## src/hdl/soc_bus_pkg.sv

```systemverilog
// fabric bus package with data and address widths, address map and main memory size

package soc_bus_pkg;

    ////////////////////////////////////////
    // bus word types
    ////////////////////////////////////////

    typedef logic [31:0] bus_addr_t;                      // byte address
    typedef logic [31:0] bus_data_t;                      // data word

    ////////////////////////////////////////
    // main memory
    ////////////////////////////////////////

    localparam bus_addr_t MEM_BASE  = 32'h0000_0000;      // bottom of the map
    localparam int        MEM_WORDS = 256;                // 1 KiB of words

    // byte size of the memory window, power of two
    localparam bus_addr_t MEM_BYTES = bus_addr_t'(MEM_WORDS * 4);

    typedef logic [7:0] mem_idx_t;                        // word index, addr[9:2]

    ////////////////////////////////////////
    // interrupt controller window
    ////////////////////////////////////////

    localparam bus_addr_t PLIC_BASE = 32'h0C00_0000;      // same base as the full soc
    localparam bus_addr_t PLIC_SPAN = 32'h0000_1000;      // 4 KiB, aligned

    // everything else in the map is a hole

endpackage : soc_bus_pkg

```

## src/hdl/soc_irq_pkg.sv

```systemverilog
// interrupt controller package with source count, id and priority types, offsets and gateway states

package soc_irq_pkg;

    ////////////////////////////////////////
    // sources and ids
    ////////////////////////////////////////

    localparam int NUM_SRC = 4;                           // ids 1..4, id 0 reserved

    typedef logic [2:0]         irq_id_t;                 // 0 means no source
    typedef logic [2:0]         irq_prio_t;               // 0 never beats threshold
    typedef logic [NUM_SRC-1:0] irq_src_vec_t;            // bit k is id k+1

    typedef irq_prio_t [NUM_SRC-1:0] irq_prio_arr_t;      // entry k is id k+1

    ////////////////////////////////////////
    // register offsets in the window
    ////////////////////////////////////////

    typedef logic [11:0] plic_ofs_t;                      // offset inside 4 KiB

    localparam plic_ofs_t PRIO_OFS   = 12'h000;           // id k at PRIO_OFS + 4*k
    localparam plic_ofs_t PEND_OFS   = 12'h080;           // read only
    localparam plic_ofs_t ENABLE_OFS = 12'h100;           // bits 4:1
    localparam plic_ofs_t THRESH_OFS = 12'h180;
    localparam plic_ofs_t CLAIM_OFS  = 12'h184;           // read claims, write completes

    ////////////////////////////////////////
    // gateway fsm
    ////////////////////////////////////////

    typedef enum logic [1:0] {
        IDLE    = 2'd0,                                   // waiting for the line
        PENDING = 2'd1,                                   // visible to the target
        CLAIMED = 2'd2                                    // in service, line masked
    } gw_state_e;

endpackage : soc_irq_pkg

```

## src/hdl/soc_bus_if.sv

```systemverilog
// strobe request and read response bundle between the address decoder and one slave

interface soc_bus_if
    import soc_bus_pkg::*;
();

    logic      valid;                                     // one-cycle request strobe
    logic      we;                                        // 1 write, 0 read
    bus_addr_t addr;                                      // full byte address
    bus_data_t wdata;                                     // write payload
    logic      rvalid;                                    // read answer, one cycle later
    bus_data_t rdata;                                     // read payload

    // decoder side
    modport master (
        output valid,
        output we,
        output addr,
        output wdata,
        input  rvalid,
        input  rdata
    );

    // memory or plic side, always ready
    modport slave (
        input  valid,
        input  we,
        input  addr,
        input  wdata,
        output rvalid,
        output rdata
    );

endinterface : soc_bus_if

```

## src/hdl/plic_regs.sv

```systemverilog
// plic register file with priority, enable, threshold, pending view and claim/complete pulses

module plic_regs
    import soc_bus_pkg::*;
    import soc_irq_pkg::*;
(
    input  logic          clk_i,
    input  logic          rst_n_i,
    soc_bus_if.slave      bus,
    input  irq_src_vec_t  pending_i,
    input  irq_id_t       best_id_i,
    output irq_prio_arr_t prio_o,
    output irq_src_vec_t  enable_o,
    output irq_prio_t     threshold_o,
    output irq_src_vec_t  claim_o,
    output irq_src_vec_t  complete_o
);

    plic_ofs_t     ofs;                                   // offset in window
    logic          rd_req;                                // read strobe
    logic          wr_req;                                // write strobe
    irq_src_vec_t  prio_sel;                              // one-hot priority hit
    logic          en_sel;
    logic          thr_sel;
    logic          pend_sel;
    logic          claim_sel;

    irq_prio_arr_t prio_q;
    irq_src_vec_t  enable_q;
    irq_prio_t     thresh_q;
    bus_data_t     rdata_d;
    bus_data_t     rdata_q;
    logic          rvalid_q;

    ////////////////////////////////////////
    // offset decode
    ////////////////////////////////////////

    assign ofs       = plic_ofs_t'(bus.addr);             // decoder checked the base
    assign rd_req    = bus.valid & ~bus.we;
    assign wr_req    = bus.valid & bus.we;
    assign en_sel    = ofs == ENABLE_OFS;
    assign thr_sel   = ofs == THRESH_OFS;
    assign pend_sel  = ofs == PEND_OFS;
    assign claim_sel = ofs == CLAIM_OFS;

    always_comb begin
        for (int k = 0; k < NUM_SRC; k++) begin
            prio_sel[k] = ofs == PRIO_OFS + plic_ofs_t'(4 * (k + 1));  // id 0 slot unused
        end
    end

    ////////////////////////////////////////
    // read mux, claim and complete
    ////////////////////////////////////////

    always_comb begin
        rdata_d = '0;                                     // holes read zero
        for (int k = 0; k < NUM_SRC; k++) begin
            if (prio_sel[k]) begin
                rdata_d = bus_data_t'(prio_q[k]);
            end
        end
        if (pend_sel)  rdata_d = bus_data_t'({pending_i, 1'b0});  // bit 0 is id 0
        if (en_sel)    rdata_d = bus_data_t'({enable_q, 1'b0});
        if (thr_sel)   rdata_d = bus_data_t'(thresh_q);
        if (claim_sel) rdata_d = bus_data_t'(best_id_i);
    end

    // same-cycle pulses, the gateway moves on the closing edge
    always_comb begin
        for (int k = 0; k < NUM_SRC; k++) begin
            claim_o[k]    = rd_req & claim_sel & (best_id_i == irq_id_t'(k + 1));
            complete_o[k] = wr_req & claim_sel & (bus.wdata == bus_data_t'(k + 1));
        end
    end

    always_ff @(posedge clk_i or negedge rst_n_i) begin
        if (!rst_n_i) begin
            prio_q   <= '0;
            enable_q <= '0;
            thresh_q <= '0;
            rvalid_q <= 1'b0;
        end else begin
            rvalid_q <= rd_req;
            if (wr_req) begin
                for (int k = 0; k < NUM_SRC; k++) begin
                    if (prio_sel[k]) prio_q[k] <= irq_prio_t'(bus.wdata);
                end
                if (en_sel)  enable_q <= bus.wdata[NUM_SRC:1];     // bit 0 ignored
                if (thr_sel) thresh_q <= irq_prio_t'(bus.wdata);
            end
        end
    end

    always_ff @(posedge clk_i) begin
        if (rd_req) begin
            rdata_q <= rdata_d;
        end
    end

    assign bus.rvalid  = rvalid_q;
    assign bus.rdata   = rdata_q;
    assign prio_o      = prio_q;
    assign enable_o    = enable_q;
    assign threshold_o = thresh_q;

endmodule : plic_regs

```

## src/flat_wrapper.sv

```systemverilog
// flat-port wrapper written by rule: the top's interface ports become plain ports
module plic_regs_flat import soc_bus_pkg::*; import soc_irq_pkg::*;
  (clk_i, rst_n_i, pending_i, best_id_i, prio_o, enable_o, threshold_o, claim_o, complete_o, bus_valid, bus_we, bus_addr, bus_wdata, bus_rvalid, bus_rdata);
  soc_bus_if bus_i ();
  input  logic clk_i;
  input  logic rst_n_i;
  input  irq_src_vec_t pending_i;
  input  irq_id_t best_id_i;
  output irq_prio_arr_t prio_o;
  output irq_src_vec_t enable_o;
  output irq_prio_t threshold_o;
  output irq_src_vec_t claim_o;
  output irq_src_vec_t complete_o;
  input wire logic [$bits(bus_i.valid)-1:0] bus_valid;
  input wire logic [$bits(bus_i.we)-1:0] bus_we;
  input wire logic [$bits(bus_i.addr)-1:0] bus_addr;
  input wire logic [$bits(bus_i.wdata)-1:0] bus_wdata;
  output wire logic [$bits(bus_i.rvalid)-1:0] bus_rvalid;
  output wire logic [$bits(bus_i.rdata)-1:0] bus_rdata;
  assign bus_i.valid = bus_valid;
  assign bus_i.we = bus_we;
  assign bus_i.addr = bus_addr;
  assign bus_i.wdata = bus_wdata;
  assign bus_rvalid = bus_i.rvalid;
  assign bus_rdata = bus_i.rdata;
  plic_regs u_core (.clk_i(clk_i), .rst_n_i(rst_n_i), .bus(bus_i), .pending_i(pending_i), .best_id_i(best_id_i), .prio_o(prio_o), .enable_o(enable_o), .threshold_o(threshold_o), .claim_o(claim_o), .complete_o(complete_o));
endmodule
```

## config.mk

```make
export PLATFORM = sky130hd
export DESIGN_NAME = plic_regs_flat
export DESIGN_NICKNAME = d
export VERILOG_FILES = /design/src/hdl/soc_bus_pkg.sv /design/src/hdl/soc_irq_pkg.sv /design/src/hdl/soc_bus_if.sv /design/src/hdl/plic_regs.sv /design/src/flat_wrapper.sv
export SDC_FILE = /design/constraint.sdc
export NUM_CORES = 1
export LEC_CHECK = 0
export ABC_AREA = 1
export ABC_CLOCK_PERIOD_IN_PS = 2130
export BUFFER_PORTS_ARGS = -buffer_cell sky130_fd_sc_hd__buf_4
export CELL_PAD_IN_SITES_DETAIL_PLACEMENT = 1
export CELL_PAD_IN_SITES_GLOBAL_PLACEMENT = 1
export CORE_MARGIN = 8
export CORE_UTILIZATION = 28
export CTS_CLUSTER_DIAMETER = 80
export DETAILED_ROUTE_END_ITERATION = 8
export PLACE_DENSITY = 0.82
export REMOVE_ABC_BUFFERS = 1
export SETUP_SLACK_MARGIN = 0.05
export SLEW_MARGIN = 20
export SYNTH_ARGS = -nofsm -noshare
export SYNTH_HDL_FRONTEND = slang
export SYNTH_SLANG_ARGS = --single-unit
```

## constraint.sdc

```tcl
create_clock -name clk_i -period 2.13 [get_ports clk_i]
set_input_delay 0.213 -clock clk_i [delete_from_list [all_inputs] [get_ports clk_i]]
set_output_delay 0.213 -clock clk_i [all_outputs]
set_load 0.01 [all_outputs]
```

* Yosys cells after proc, flatten, opt, wreduce, memory -nomap -nowiden *
Cells that the tools add are included.

operators by class
  shift-type cells = 0
  reductions and logical operators = 8
  bitwise logic cells = 13
  divide/modulo/power cells = 0
  add/subtract/negate cells = 0
  muxes and demuxes = 8
  equal/unequal tests = 16
  $lt $le $gt $ge = 0
  multipliers = 0

operators by type and width
  cell                                                                    count
  32-bit by 2-bit equality test with 1-bit output, second input constant  2
  12-bit by 9-bit equality test with 1-bit output, second input constant  3
  32-bit by 1-bit equality test with 1-bit output, second input constant  1
  32-bit by 3-bit equality test with 1-bit output, second input constant  1
  12-bit by 4-bit equality test with 1-bit output, second input constant  2
  3-bit two-way mux                                                       6
  1-bit bitwise AND                                                       12
  12-bit by 3-bit equality test with 1-bit output, second input constant  1
  12-bit by 5-bit equality test with 1-bit output, second input constant  1
  12-bit by 8-bit equality test with 1-bit output, second input constant  1
  2-bit AND reduction                                                     6
  5-bit two-way mux                                                       2
  7-bit OR reduction                                                      1
  3-bit by 2-bit equality test with 1-bit output, second input constant   2
  3-bit by 1-bit equality test with 1-bit output, second input constant   1
  3-bit equality test, second input constant                              1
  2-bit OR reduction                                                      1
  1-bit NOT                                                               1

storage, ports and cells
  output and inout bits = 60
  memory bits (read-only) = 0
  flip-flop bits (word level) = 52
  word-level logic and storage cells = 55
  RAM bits = 0
  latch bits = 0
  memories kept = 0

* Longest topological paths before layout *
Gate-level depths: netlist (run 1).

  depth after elaboration = 9
  depth in mapped cells = 12
  depth with buffers taken out = 12

* Least setup slack after synthesis (run 1) *
Ideal clock, no wire load.

  path type = in2out
  start = input port bus_addr[0]
  end = output port claim_o[1]
  data required time = 1917 ps
  path slack = 717 ps
  stages on the path = 7
  data arrival time = 1200 ps
  path through = inv_1 -> nand2_2 -> nor3_4 -> nand2_1 -> inv_2 -> nand3_1 -> nor3_1

on the way
  word-level cells in the longest chain between the ends = 3

ends and longest elaborated chain
  what                                             line                source
  start, declared                                  flat_wrapper.sv:16  input wire logic [$bits(bus_i.addr)-1:0] bus_addr;
  12-bit by 9-bit equality test with 1-bit output  plic_regs.sv:45     assign claim_sel = ofs == CLAIM_OFS;
  1-bit bitwise AND (2 in a row)                   plic_regs.sv:73     claim_o[k] = rd_req & claim_sel & (best_id_i == irq_id_t'(k + 1));
  end, declared                                    flat_wrapper.sv:12  output irq_src_vec_t claim_o;

No other way between the ends.

* Final worst setup path (run 1) *
  start = input port bus_addr[0]
  end = output port complete_o[2]

on the way
  word-level cells in the longest chain between the ends = 3

ends and longest elaborated chain
  what                                             line                source
  12-bit by 9-bit equality test with 1-bit output  plic_regs.sv:45
  1-bit bitwise AND (2 in a row)                   plic_regs.sv:74     complete_o[k] = wr_req & claim_sel & (bus.wdata == bus_data_t'(k + 1));
  end, declared                                    flat_wrapper.sv:13  output irq_src_vec_t complete_o;

No other way between the ends.

==> metrics, run 1 <==
outcome=finished, final reports clean; CP delay by family, top=simple AND/OR/NAND/NOR gates; Clock Skew=0.00190 ns; Tcrit/Tclk final=81.5%; via count=1841; Hold Crit Endpoint=u_core.enable_o[3]; DR WL/cell=14.5 um; nets=416; Design Area, Final=2520 sq um; fmax=0.576 GHz; Synth Instances=247; yosys warns=0; Root Buffer=clkbuf_8; RSZ-0062 raised after global routing=false; class of the worst hold path=in -> reg; CP startpoint=bus_addr[0]; Setup Viol. Count Final=0; Final WS setup=0.394 ns; Post-DP HPWL=5300 um; most frequent cells in the layout=buf_4, nand2_1, inv_1; worst-case reg-to-reg path depth=10; clock tree buffer depth=2; First-pass DRT Iterations=4; CP Buf/Inv Count=4; Crit Path Class=in -> out; Worst Path Required=1.92 ns; post-synthesis average cell area=between 7 and 8 sq um; pre-CTS WS=approximately 0.37 ns; most common cell after layout, fill and taps aside=buf_4; area of the die=9280 sq um; I/O Pins=135; initial antenna violation count=0; Worst-path clk slew=0.09 ns; Setup Buffers After CTS=0; share of cells above drive strength 1=34.7%; CP max stage delay=0.22 ns; CTS Hold Bufs=1; Arr. time, crit path=1.52 ns; WL final=6070 um; Async SR Flop Fraction=80.0%; placed cell areas=2470 sq um; startpoint types=input port; Synth Cell Area=around 1800 sq um; total track usage=12.5%; setup_tns=0 ns; GRT Residual Overflow=0; sequential-to-total area share from yosys stat=roughly 36%; Initial Utilization=~29%; Worst R2R End=u_core.bus.rdata[2]; leakage=about 1.4 nW; hold_ws=approximately 0.18 ns; count of different cell masters after synthesis=29; Port Buffers=87; crit path time final=1.74 ns; H-tree levels=1; VDD IR max=0.288 mV; Layout fillers=823; number of synthesized flops with an enable pin=5; first-pass GRT wire length=~9200 um; largest net degree at the start of global routing=21; post-CTS sizing=0; FF-to-FF Start=u_core.prio_o[5]; worst skew pair latency=between 0.2 and 0.3 ns; final-report hold violation count=0; placed insts=412; # diodes=0; routed vias/inst=4.41; final std cells w/o fill=between 400 and 500; Post-DRT Antenna Nets=0; cell chain of the critical path=buf_4 > inv_1 > nand2_2 > nor3_4 > nand2_1 > inv_2 > nand2_1 > nor3_1 > buf_4; HP Start=bus_wdata[4]; fin. max-slew vios=0; CP Max Fanout=8; Final Wtd Congestion=0.801; PD cells=382 nW/um^2; drt drc=0; reg-to-reg slack, setup=about 0.92 ns; DR iter-0 viols=49; Max-Cap Viols=0; vias in the first global route=2030; CTS Buf Count=3; Die W=96.4 um; core box area=6310 sq um; CTS tree=yes; crit end category=primary output; Num Clock Sinks=25; placement row count=29; #FFs+latches synth=25; layout overhead on the synthesized area=39.6%; Max stage delay cell, worst path=nor3_4; Hold Path Cell Cnt=2; Die H=approximately 96 um; predominant post-synthesis flop cell=dfrtp_1
## cell families after synthesis
group	count (synthesis)	synth area share, %
buffers and inverters	62	18.5
other	1	0.207
AO/OA/AOI/OAI	35	10.9
AND/OR/NAND/NOR	123	33.6
flip-flops	25	36.0
multiplexers	1	0.830
## per-layer routing
metal / wire [um] / track usage, % / vias to the layer above
met2: 3130 / 22.0 / 61
met3: 551 / 3.98 / 6
met5: 0 / 0 / -
met4: 96 / 3.91 / 0
met1: 2290 / 13.8 / 848
li1: - / - / 926
## report_power, final
| part | internal [mW] | total [mW] | switching (mW) |
|---|---|---|---|
| registers | 0.492 | 0.494 | 0.00208 |
| logic | 0.0853 | 0.179 | 0.0935 |
| clock network | 0.131 | 0.291 | 0.159 |
## worst reg2reg max path: stages (launching register included)
cell	delay [ns]
dfrtp_1	0.42
inv_1	0.07
nand3_1	0.07
nand2_1	0.07
inv_1	0.04
nand2_1	0.05
nand2_1	0.05
nand2_1	0.05
nand2_1	0.04
nand2_1	0.06
a21oi_2	0.05
## cells in the mapped netlist, types with 3 or more instances
| master | n | area [sq um] |
|---|---|---|
| nand2_1 | 52 | 195 |
| inv_1 | 31 | 116 |
| nor2_1 | 28 | 105 |
| buf_4 | 27 | 203 |
| o21ai_0 | 24 | 120 |
| dfrtp_1 | 20 | 500 |
| nand3_1 | 15 | 75.1 |
| edfxtp_1 | 5 | 150 |
| nand2_2 | 5 | 31.3 |
| inv_2 | 4 | 15.0 |
| nand4_1 | 4 | 25.0 |
| nor3_1 | 4 | 20.0 |
| nor2_2 | 3 | 18.8 |
## area by class of cell
cell class / instances / area (sq um) / area share, %
tap: 77 / 96.3 / 3.82
timing repair buffer: 90 / 678 / 26.9
clock inverter: 1 / 5.00 / 0.198
sequential: 25 / 651 / 25.8
multi-input combinational: 186 / 921 / 36.5
inverter: 35 / 131 / 5.21
clock buffer: 3 / 41.3 / 1.64
## sequential cells by signal, indices dropped and copies added, names as in the netlist
signal and flops:
u_core.threshold_o 3, u_core.prio_o 12, u_core.bus.rvalid 1, u_core.enable_o 4, u_core.bus.rdata 5
## how the worst max path moves through the flow
stage | to | slack, ns | cells past startpoint
after floorplan | claim_o[1] | 0.72 | 7
after global placement | claim_o[3] | 0.41 | 9
after detailed placement | complete_o[2] | 0.37 | 9
after CTS | complete_o[3] | 0.37 | 9
after global routing | claim_o[3] | 0.18 | 9
final | complete_o[2] | 0.39 | 9
## stage by stage
stage	power (mW)	utilization, %
6_report	0.964	40.0
5_1_grt	1.00	40.0
4_1_cts	0.967	40.0
3_5_place_dp	0.683	39.1
3_3_place_gp	0.677	39.1
2_1_floorplan	0.568	-
Power figures use the tool's default switching activity.
==> run 2, diff against run 1 <==
ABC_AREA = 0   (was 1)
ABC_CLOCK_PERIOD_IN_PS = 1800   (was 2130)
CORE_UTILIZATION = 27   (was 28)
PLACE_DENSITY = 0.77   (was 0.82)
clock period = 1.8 ns   (was 2.13 ns; I/O delays follow)
==> run 2 against run 1 <==
Cell area up 9.2%. Via count shrank 4.3%. Synthesized cell count fell by 30%. Clock power is 16% higher. Hold slack worse by 0.027 ns. Critical path type unchanged. Non-clock buffer count grew 32. Clock skew grew 0.0019 ns. Area after synthesis fell by 5.7%. Worst setup slack worse by 0.31 ns.
==> metrics, run 2 <==
Post-DRT Antenna Nets=0 (unchanged); crit end category=primary output (unchanged); placement row count=29 (unchanged); leakage=1.33 nW (was 1.36 nW); routed vias/inst=4.73 (was 4.41); RSZ-0062 raised after global routing=true (was false); total track usage=13.7% (was 12.5%); Initial Utilization=27.3% (was 28.6%); core box area=6240 sq um (was 6310 sq um); number of synthesized flops with an enable pin=5 (unchanged); top post-synthesis cells by area=dfrtp_1, buf_4, mux2_2, edfxtp_1, nor4_1 (was dfrtp_1, buf_4, nand2_1, edfxtp_1, o21ai_0); Worst-path clk slew=0.09 ns (about the same); Synth Cell Area=1710 sq um (was 1810 sq um); GRT Residual Overflow=0 (unchanged); most frequent cells in the layout=buf_4, conb_1, dfrtp_1 (was buf_4, nand2_1, inv_1); DR WL/cell=17.4 um (was 14.5 um); yosys warns=0 (unchanged); Final Power=1.21 mW (was 0.964 mW); Crit Path Class=in -> out (unchanged); First-pass DRT Iterations=4 (unchanged); final-report hold violation count=0 (unchanged); Max-Cap Viols=0 (unchanged); Synth Instances=174 (was 247); largest net degree at the start of global routing=21 (unchanged); WL final=6470 um (was 6070 um); share of the synthesized area in the top cell type=29.3% (was 27.7%); Arr. time, crit path=1.54 ns (was 1.52 ns); top cells by count, synth=buf_4, dfrtp_1, mux2_2 (was nand2_1, inv_1, nor2_1); post-synthesis average cell area=9.80 sq um (was 7.32 sq um); fin. max-slew vios=0 (unchanged); layout overhead on the synthesized area=61.6% (was 39.6%); Async SR Flop Fraction=80.0% (unchanged); worst-case reg-to-reg path depth=5 (was 10); sequential-to-total area share from yosys stat=38.2% (was 36.0%); PD cells=438 nW/um^2 (was 382 nW/um^2); most common cell after layout, fill and taps aside=buf_4 (unchanged); via count=1761 (was 1841); Clock Skew=0.00383 ns (was 0.00190 ns); Max stage delay cell, worst path=nor4_1 (was nor3_4); Worst Path Required=1.62 ns (was 1.92 ns); class of the worst hold path=in -> reg (unchanged); I/O Pins=135 (unchanged); max_slew headroom=64.5%; most used cell, CP=buf_4; nets=371 (was 416); Post-DP HPWL=5360 um (was 5300 um); # diodes=0 (unchanged); Slew @ Worst Pin=0.527 ns; Die W=95.5 um (was 96.4 um); #FFs+latches synth=25 (unchanged); Port Buffers=87 (unchanged); VDD IR max=0.305 mV (was 0.288 mV); H-tree levels=1 (unchanged); hold_ws=0.151 ns (was 0.178 ns); Final Wtd Congestion=0.785 (was 0.801); startpoint types=input port (unchanged); Num Clock Sinks=25 (unchanged); Die H=95.5 um (was 96.4 um); share of cells above drive strength 1=54.2% (was 34.7%); area leader, netlist=dfrtp_1 (unchanged); Root Buffer=clkbuf_8 (unchanged); worst skew pair latency=0.27 ns (about the same); vias in the first global route=2009 (was 2030); outcome=finished, final reports clean (unchanged); setup_tns=0 ns (unchanged); crit path time final=1.72 ns; first-pass GRT wire length=9760 um (was 9190 um); CP max stage delay=0.33 ns (was 0.22 ns); drt drc=0 (unchanged); fmax=0.582 GHz; cell chain of the critical path=buf_4 > nor4_1 > nand4_1 > nor4_4 > nor3b_1 > buf_4 (was buf_4 > inv_1 > nand2_2 > nor3_4 > nand2_1 > inv_2 > nand2_1 > nor3_1 > buf_4); DR iter-0 viols=41 (was 49); clock tree buffer depth=2 (unchanged); Tcrit/Tclk final=95.5%; CTS tree=yes (unchanged); initial antenna violation count=0 (unchanged); count of different cell masters after synthesis=35 (was 29); Hold Path Cell Cnt=2 (unchanged); Setup Viol. Count Final=0 (unchanged); cell with the most instances after synthesis=buf_4 (was nand2_1); CTS Buf Count=3 (unchanged); Largest register FFs=12 (unchanged); area of the die=9120 sq um (was 9280 sq um); predominant post-synthesis flop cell=dfrtp_1 (unchanged); CP Max Fanout=2 (was 8)
==> run 2: area by class of cell <==
type / instances / area (sq um)
Clock buffer: 4 / 45.0
Fill cell: 735 / 3490
Inverter: 3 / 11.3
Multi-Input combinational cell: 141 / 1010
Sequential cell: 25 / 651
Tap cell: 77 / 96.3
Timing Repair Buffer: 122 / 937
==> run 2: final timing paths <==
| path | slack [ns] | to | start |
|---|---|---|---|
| max | 0.08 | complete_o[0] | bus_wdata[3] |
| min | 0.15 | u_core.enable_o[2] | bus_wdata[3] |
| max reg2reg | 0.27 | u_core.bus.rdata[2] | u_core.prio_o[5] |
| min reg2reg | 0.55 | u_core.prio_o[7] | u_core.prio_o[7] |
| max in group asynchronous | 1.26 | u_core.prio_o[7] | rst_n_i |
| min in group asynchronous | 0.32 | u_core.threshold_o[0] | rst_n_i |
==> run 2: per-layer routing <==
layer | routed length (um) | vias up | GRT usage, % | part of all wire [%]
li1 | - | 829 | - | -
met1 | 2310 | 863 | 14.3 | 36
met2 | 3580 | 61 | 26.2 | 55
met3 | 507 | 8 | 3.94 | 7.8
met4 | 74 | 0 | 3.07 | 1.1
met5 | 0 | - | 0 | 0
==> run 2: worst max-delay path, delay by kind of cell <==
family	cells	cell delay (ns)
AND/OR/NAND/NOR	4	1.09
buffers and inverters	2	0.26
==> run 2: power by group <==
part           switching, mW  leakage (nW)  internal, mW
clock                  0.179        0.0228         0.158
sequential           0.00246         0.311         0.583
combinational          0.138          1.00         0.144
==> run 2: stage by stage <==
step | cells | setup slack (ns) | util [%] | cell area [sq um]
3_3_place_gp | 364 | -0.229 | 41.0 | 2560
3_5_place_dp | 364 | -0.283 | 41.0 | 2560
5_1_grt | 372 | -0.0548 | 44.1 | 2760
4_1_cts | 372 | 0.0651 | 43.7 | 2730
6_report | 372 | 0.0806 | 44.1 | 2760
2_1_floorplan | 169 | -0.0556 | - | 1580
==> run 2: what timing repair did <==
| item | 4_1_cts | 5_1_grt |
|---|---|---|
| setup endpoints to repair | 10 | 10 |
| resized for setup | 15 | 5 |
| hold endpoints to repair | 20 | 0 |
| hold buffers | 1 | 0 |
| pin swaps | 9 | 2 |
| setup buffers | 3 | 0 |
==> run 2: kinds of logic after synthesis <==
logic type / after synthesis / share of synthesized area (%)
AOI/OAI and AO/OA: 21 / 7.70
and+or+nand+nor: 70 / 24.7
buffers and inverters: 34 / 13.9
DFF: 25 / 38.2
muxes: 23 / 15.4
other: 1 / 0.220
==> run 3, diff against run 2 <==
ABC_CLOCK_PERIOD_IN_PS = 1700   (was 1800)
CTS_BUF_LIST = sky130_fd_sc_hd__clkbuf_16   (was default)
clock period = 1.7 ns   (was 1.8 ns; I/O delays follow)
==> run 3 against run 2 <==
Non-clock buffer count rose by 5. Count of clock-buffer cells in the layout fell by 1. Sequential share of layout area fell by 0.72 points. Combinational power rose by 5%. Clock power rose by 52%. Flip-flop and latch count did not move. Clock skew fell by 0.0025 ns. Worst setup slack got worse by 0.24 ns. Die area did not move. Critical endpoint is now claim_o[0]. The run now ends with setup timing left. First-iteration DRC count fell by 17%. Hold slack improved by 0.0058 ns. Largest power group unchanged. Largest cell class unchanged.
==> metrics, run 3 (synthesis results as in run 2) <==
Port Buffers=87 (unchanged); CP max stage delay=0.26 ns (was 0.33 ns); Hold Crit Endpoint=u_core.enable_o[3] (was u_core.enable_o[2]); HP Start=bus_wdata[4] (was bus_wdata[3]); Layout fillers=726 (was 735); layout overhead on the synthesized area=66.6% (was 61.6%); CP Buf/Inv Count=5 (was 2); setup_tns=-0.833 ns (was 0 ns); Initial Utilization=27.3% (unchanged); Largest register FFs=12 (unchanged); H-tree levels=1 (unchanged); clock tree buffer depth=2 (unchanged); CTS tree=yes (unchanged); Setup Viol. Count Final=9 (was 0); WP depth=10 (was 6); M1 GR Usage=15.3% (was 14.3%); met3 usage=2.60% (was 3.94%); nets=376 (was 371); crit path time final=1.86 ns; Worst R2R End=u_core.bus.rdata[1] (was u_core.bus.rdata[2]); Die H=95.5 um (unchanged); Die W=95.5 um (unchanged); Arr. time, crit path=1.69 ns (was 1.54 ns); Hold Path Cell Cnt=2 (unchanged); violated checks=setup timing; GRT Residual Overflow=0 (unchanged); worst-case reg-to-reg path depth=4 (was 5); most used cell, CP=buf_4 (unchanged); vias in the first global route=2010 (was 2009); GR Layer Usage met2=27.8% (was 26.2%); area of the multi-input gates=1020 sq um (was 1010 sq um); area of the die=9120 sq um (unchanged); Final WS setup=-0.161 ns (was 0.0806 ns); drt drc=0 (unchanged); class of the worst hold path=in -> reg (unchanged); sequential group share of total power=43.4% (was 48.6%); final-report hold violation count=0 (unchanged); fin. max-slew vios=0 (unchanged); most common cell after layout, fill and taps aside=buf_4 (unchanged); Sw Ratio=24.2% (was 26.5%); leakage=1.38 nW (was 1.33 nW); share of cells above drive strength 1=56.0% (was 54.2%); final std cells w/o fill=377 (was 372); GRT busiest layer=met2 (unchanged); Max stage delay cell, worst path=nor4b_4 (was nor4_1); largest net degree at the start of global routing=21 (unchanged); CP Max Fanout=4 (was 2); Crit Path Class=in -> out (unchanged); Post-DP HPWL=5350 um (was 5360 um); # diodes=0 (unchanged); routed vias/inst=4.68 (was 4.73); Design Area, Final=2840 sq um (was 2760 sq um); outcome=complete, but fails checks (was finished, final reports clean); Max-Cap Viols=0 (unchanged); CP delay by family, top=simple AND/OR/NAND/NOR gates (unchanged); most frequent cells in the layout=buf_4, conb_1, dfrtp_1 (unchanged); first-pass GRT wire length=10100 um (was 9760 um); placement row count=29 (unchanged); Comb pwr share=20.8% (was 23.4%); Post-DRT Antenna Nets=0 (unchanged); I/O Pins=135 (unchanged); Final Wtd Congestion=0.858 (was 0.785); cell chain of the critical path=buf_8 > nor4b_4 > buf_4 > nand4_1 > buf_4 > nor3b_2 > buf_4 > nand2_1 > nor2_1 > buf_4 (was buf_4 > nor4_1 > nand4_1 > nor4_4 > nor3b_1 > buf_4); worst skew pair latency=0.26 ns (was 0.27 ns); Worst-path clk slew=0.06 ns (was 0.09 ns); Num Clock Sinks=25 (unchanged); Reg area=651 sq um (unchanged); Clock Skew=0.00135 ns (was 0.00383 ns); FF-to-FF Start=u_core.prio_o[4] (was u_core.prio_o[5]); Pint=1.09 mW (was 0.886 mW); RSZ-0062 raised after global routing=true (unchanged); PD cells=504 nW/um^2 (was 438 nW/um^2); placed cell areas=2570 sq um (was 2560 sq um); CTS Buf Count=3 (unchanged); placed insts=365 (was 364); via count=1763 (was 1761); crit end category=primary output (unchanged); reg-to-reg slack, setup=0.20 ns (was 0.27 ns); core box area=6240 sq um (unchanged); WL final=6620 um (was 6470 um); DR WL/cell=17.5 um (was 17.4 um); VDD IR max=0.383 mV (was 0.305 mV); initial antenna violation count=0 (unchanged); fmax=between 0.5 and 0.6 GHz; total track usage=14.1% (was 13.7%); Tcrit/Tclk final=109%; Worst Path Required=1.53 ns (was 1.62 ns); DR iter-0 viols=34 (was 41); First-pass DRT Iterations=4 (unchanged); NetSw=0.346 mW (was 0.320 mW); clock network power share=35.8% (was 28.0%); Root Buffer=clkbuf_16 (was clkbuf_8); startpoint types=input port (unchanged)
## run 3: worst reg2reg max path, stage by stage, from the launching register on
cell and delay [ns]:
dfrtp_1 0.39, mux2_2 0.27, a22oi_1 0.19, o21ai_0 0.13, a31o_2 0.27
## run 3: final cells by class
class	instances	share of cell area [%]
multi-input cells	141	36.0
clock inverters	1	0.132
clock buffers	3	2.64
inverters	3	0.396
flip-flops and latches	25	22.9
repair buffers	127	34.6
well taps	77	3.39
## run 3: repair_timing
action,in CTS,in global routing
endpoints found under the setup margin,10,17
resized for setup,11,16
buffers inserted,3,4
pin swaps,10,12
endpoints found under the hold margin,20,0
hold buffers,1,0
## run 3: power groups by stage
stage | Clock, mW | Sequential [mW] | Combinational, mW
after global placement | 0 | 0.633 | 0.267
final | 0.513 | 0.621 | 0.297
after CTS | 0.528 | 0.621 | 0.288
after floorplan | 0 | 0.637 | 0.0694
after detailed placement | 0 | 0.633 | 0.273
after global routing | 0.551 | 0.622 | 0.322
## run 3: metrics by stage
stage          hold slack (ns)  power [mW]  setup WS [ns]  utilization (%)
6_report                 0.157        1.43         -0.161             45.5
5_1_grt                  0.158        1.49         -0.251             45.5
4_1_cts                  0.152        1.44        -0.0843             43.9
3_5_place_dp            0.0715       0.906         -0.297             41.1
3_3_place_gp            0.0673       0.899         -0.244             41.1
2_1_floorplan           -0.126       0.706         -0.146                -
## run 3: worst max-delay path by stage
stage | from | to | slack, ns
after floorplan | bus_addr[1] | u_core.prio_o[10] | -0.15
after global placement | bus_addr[1] | u_core.prio_o[11] | -0.24
after detailed placement | bus_addr[9] | complete_o[0] | -0.30
after CTS | bus_addr[10] | claim_o[0] | -0.08
after global routing | bus_addr[1] | claim_o[0] | -0.25
final | bus_addr[1] | claim_o[0] | -0.16
## run 3: per-layer routing
layer	wire length [um]	part of all wire, %
met5	0	0
met4	14	0.21
met3	408	6.2
met2	3650	55
met1	2540	38
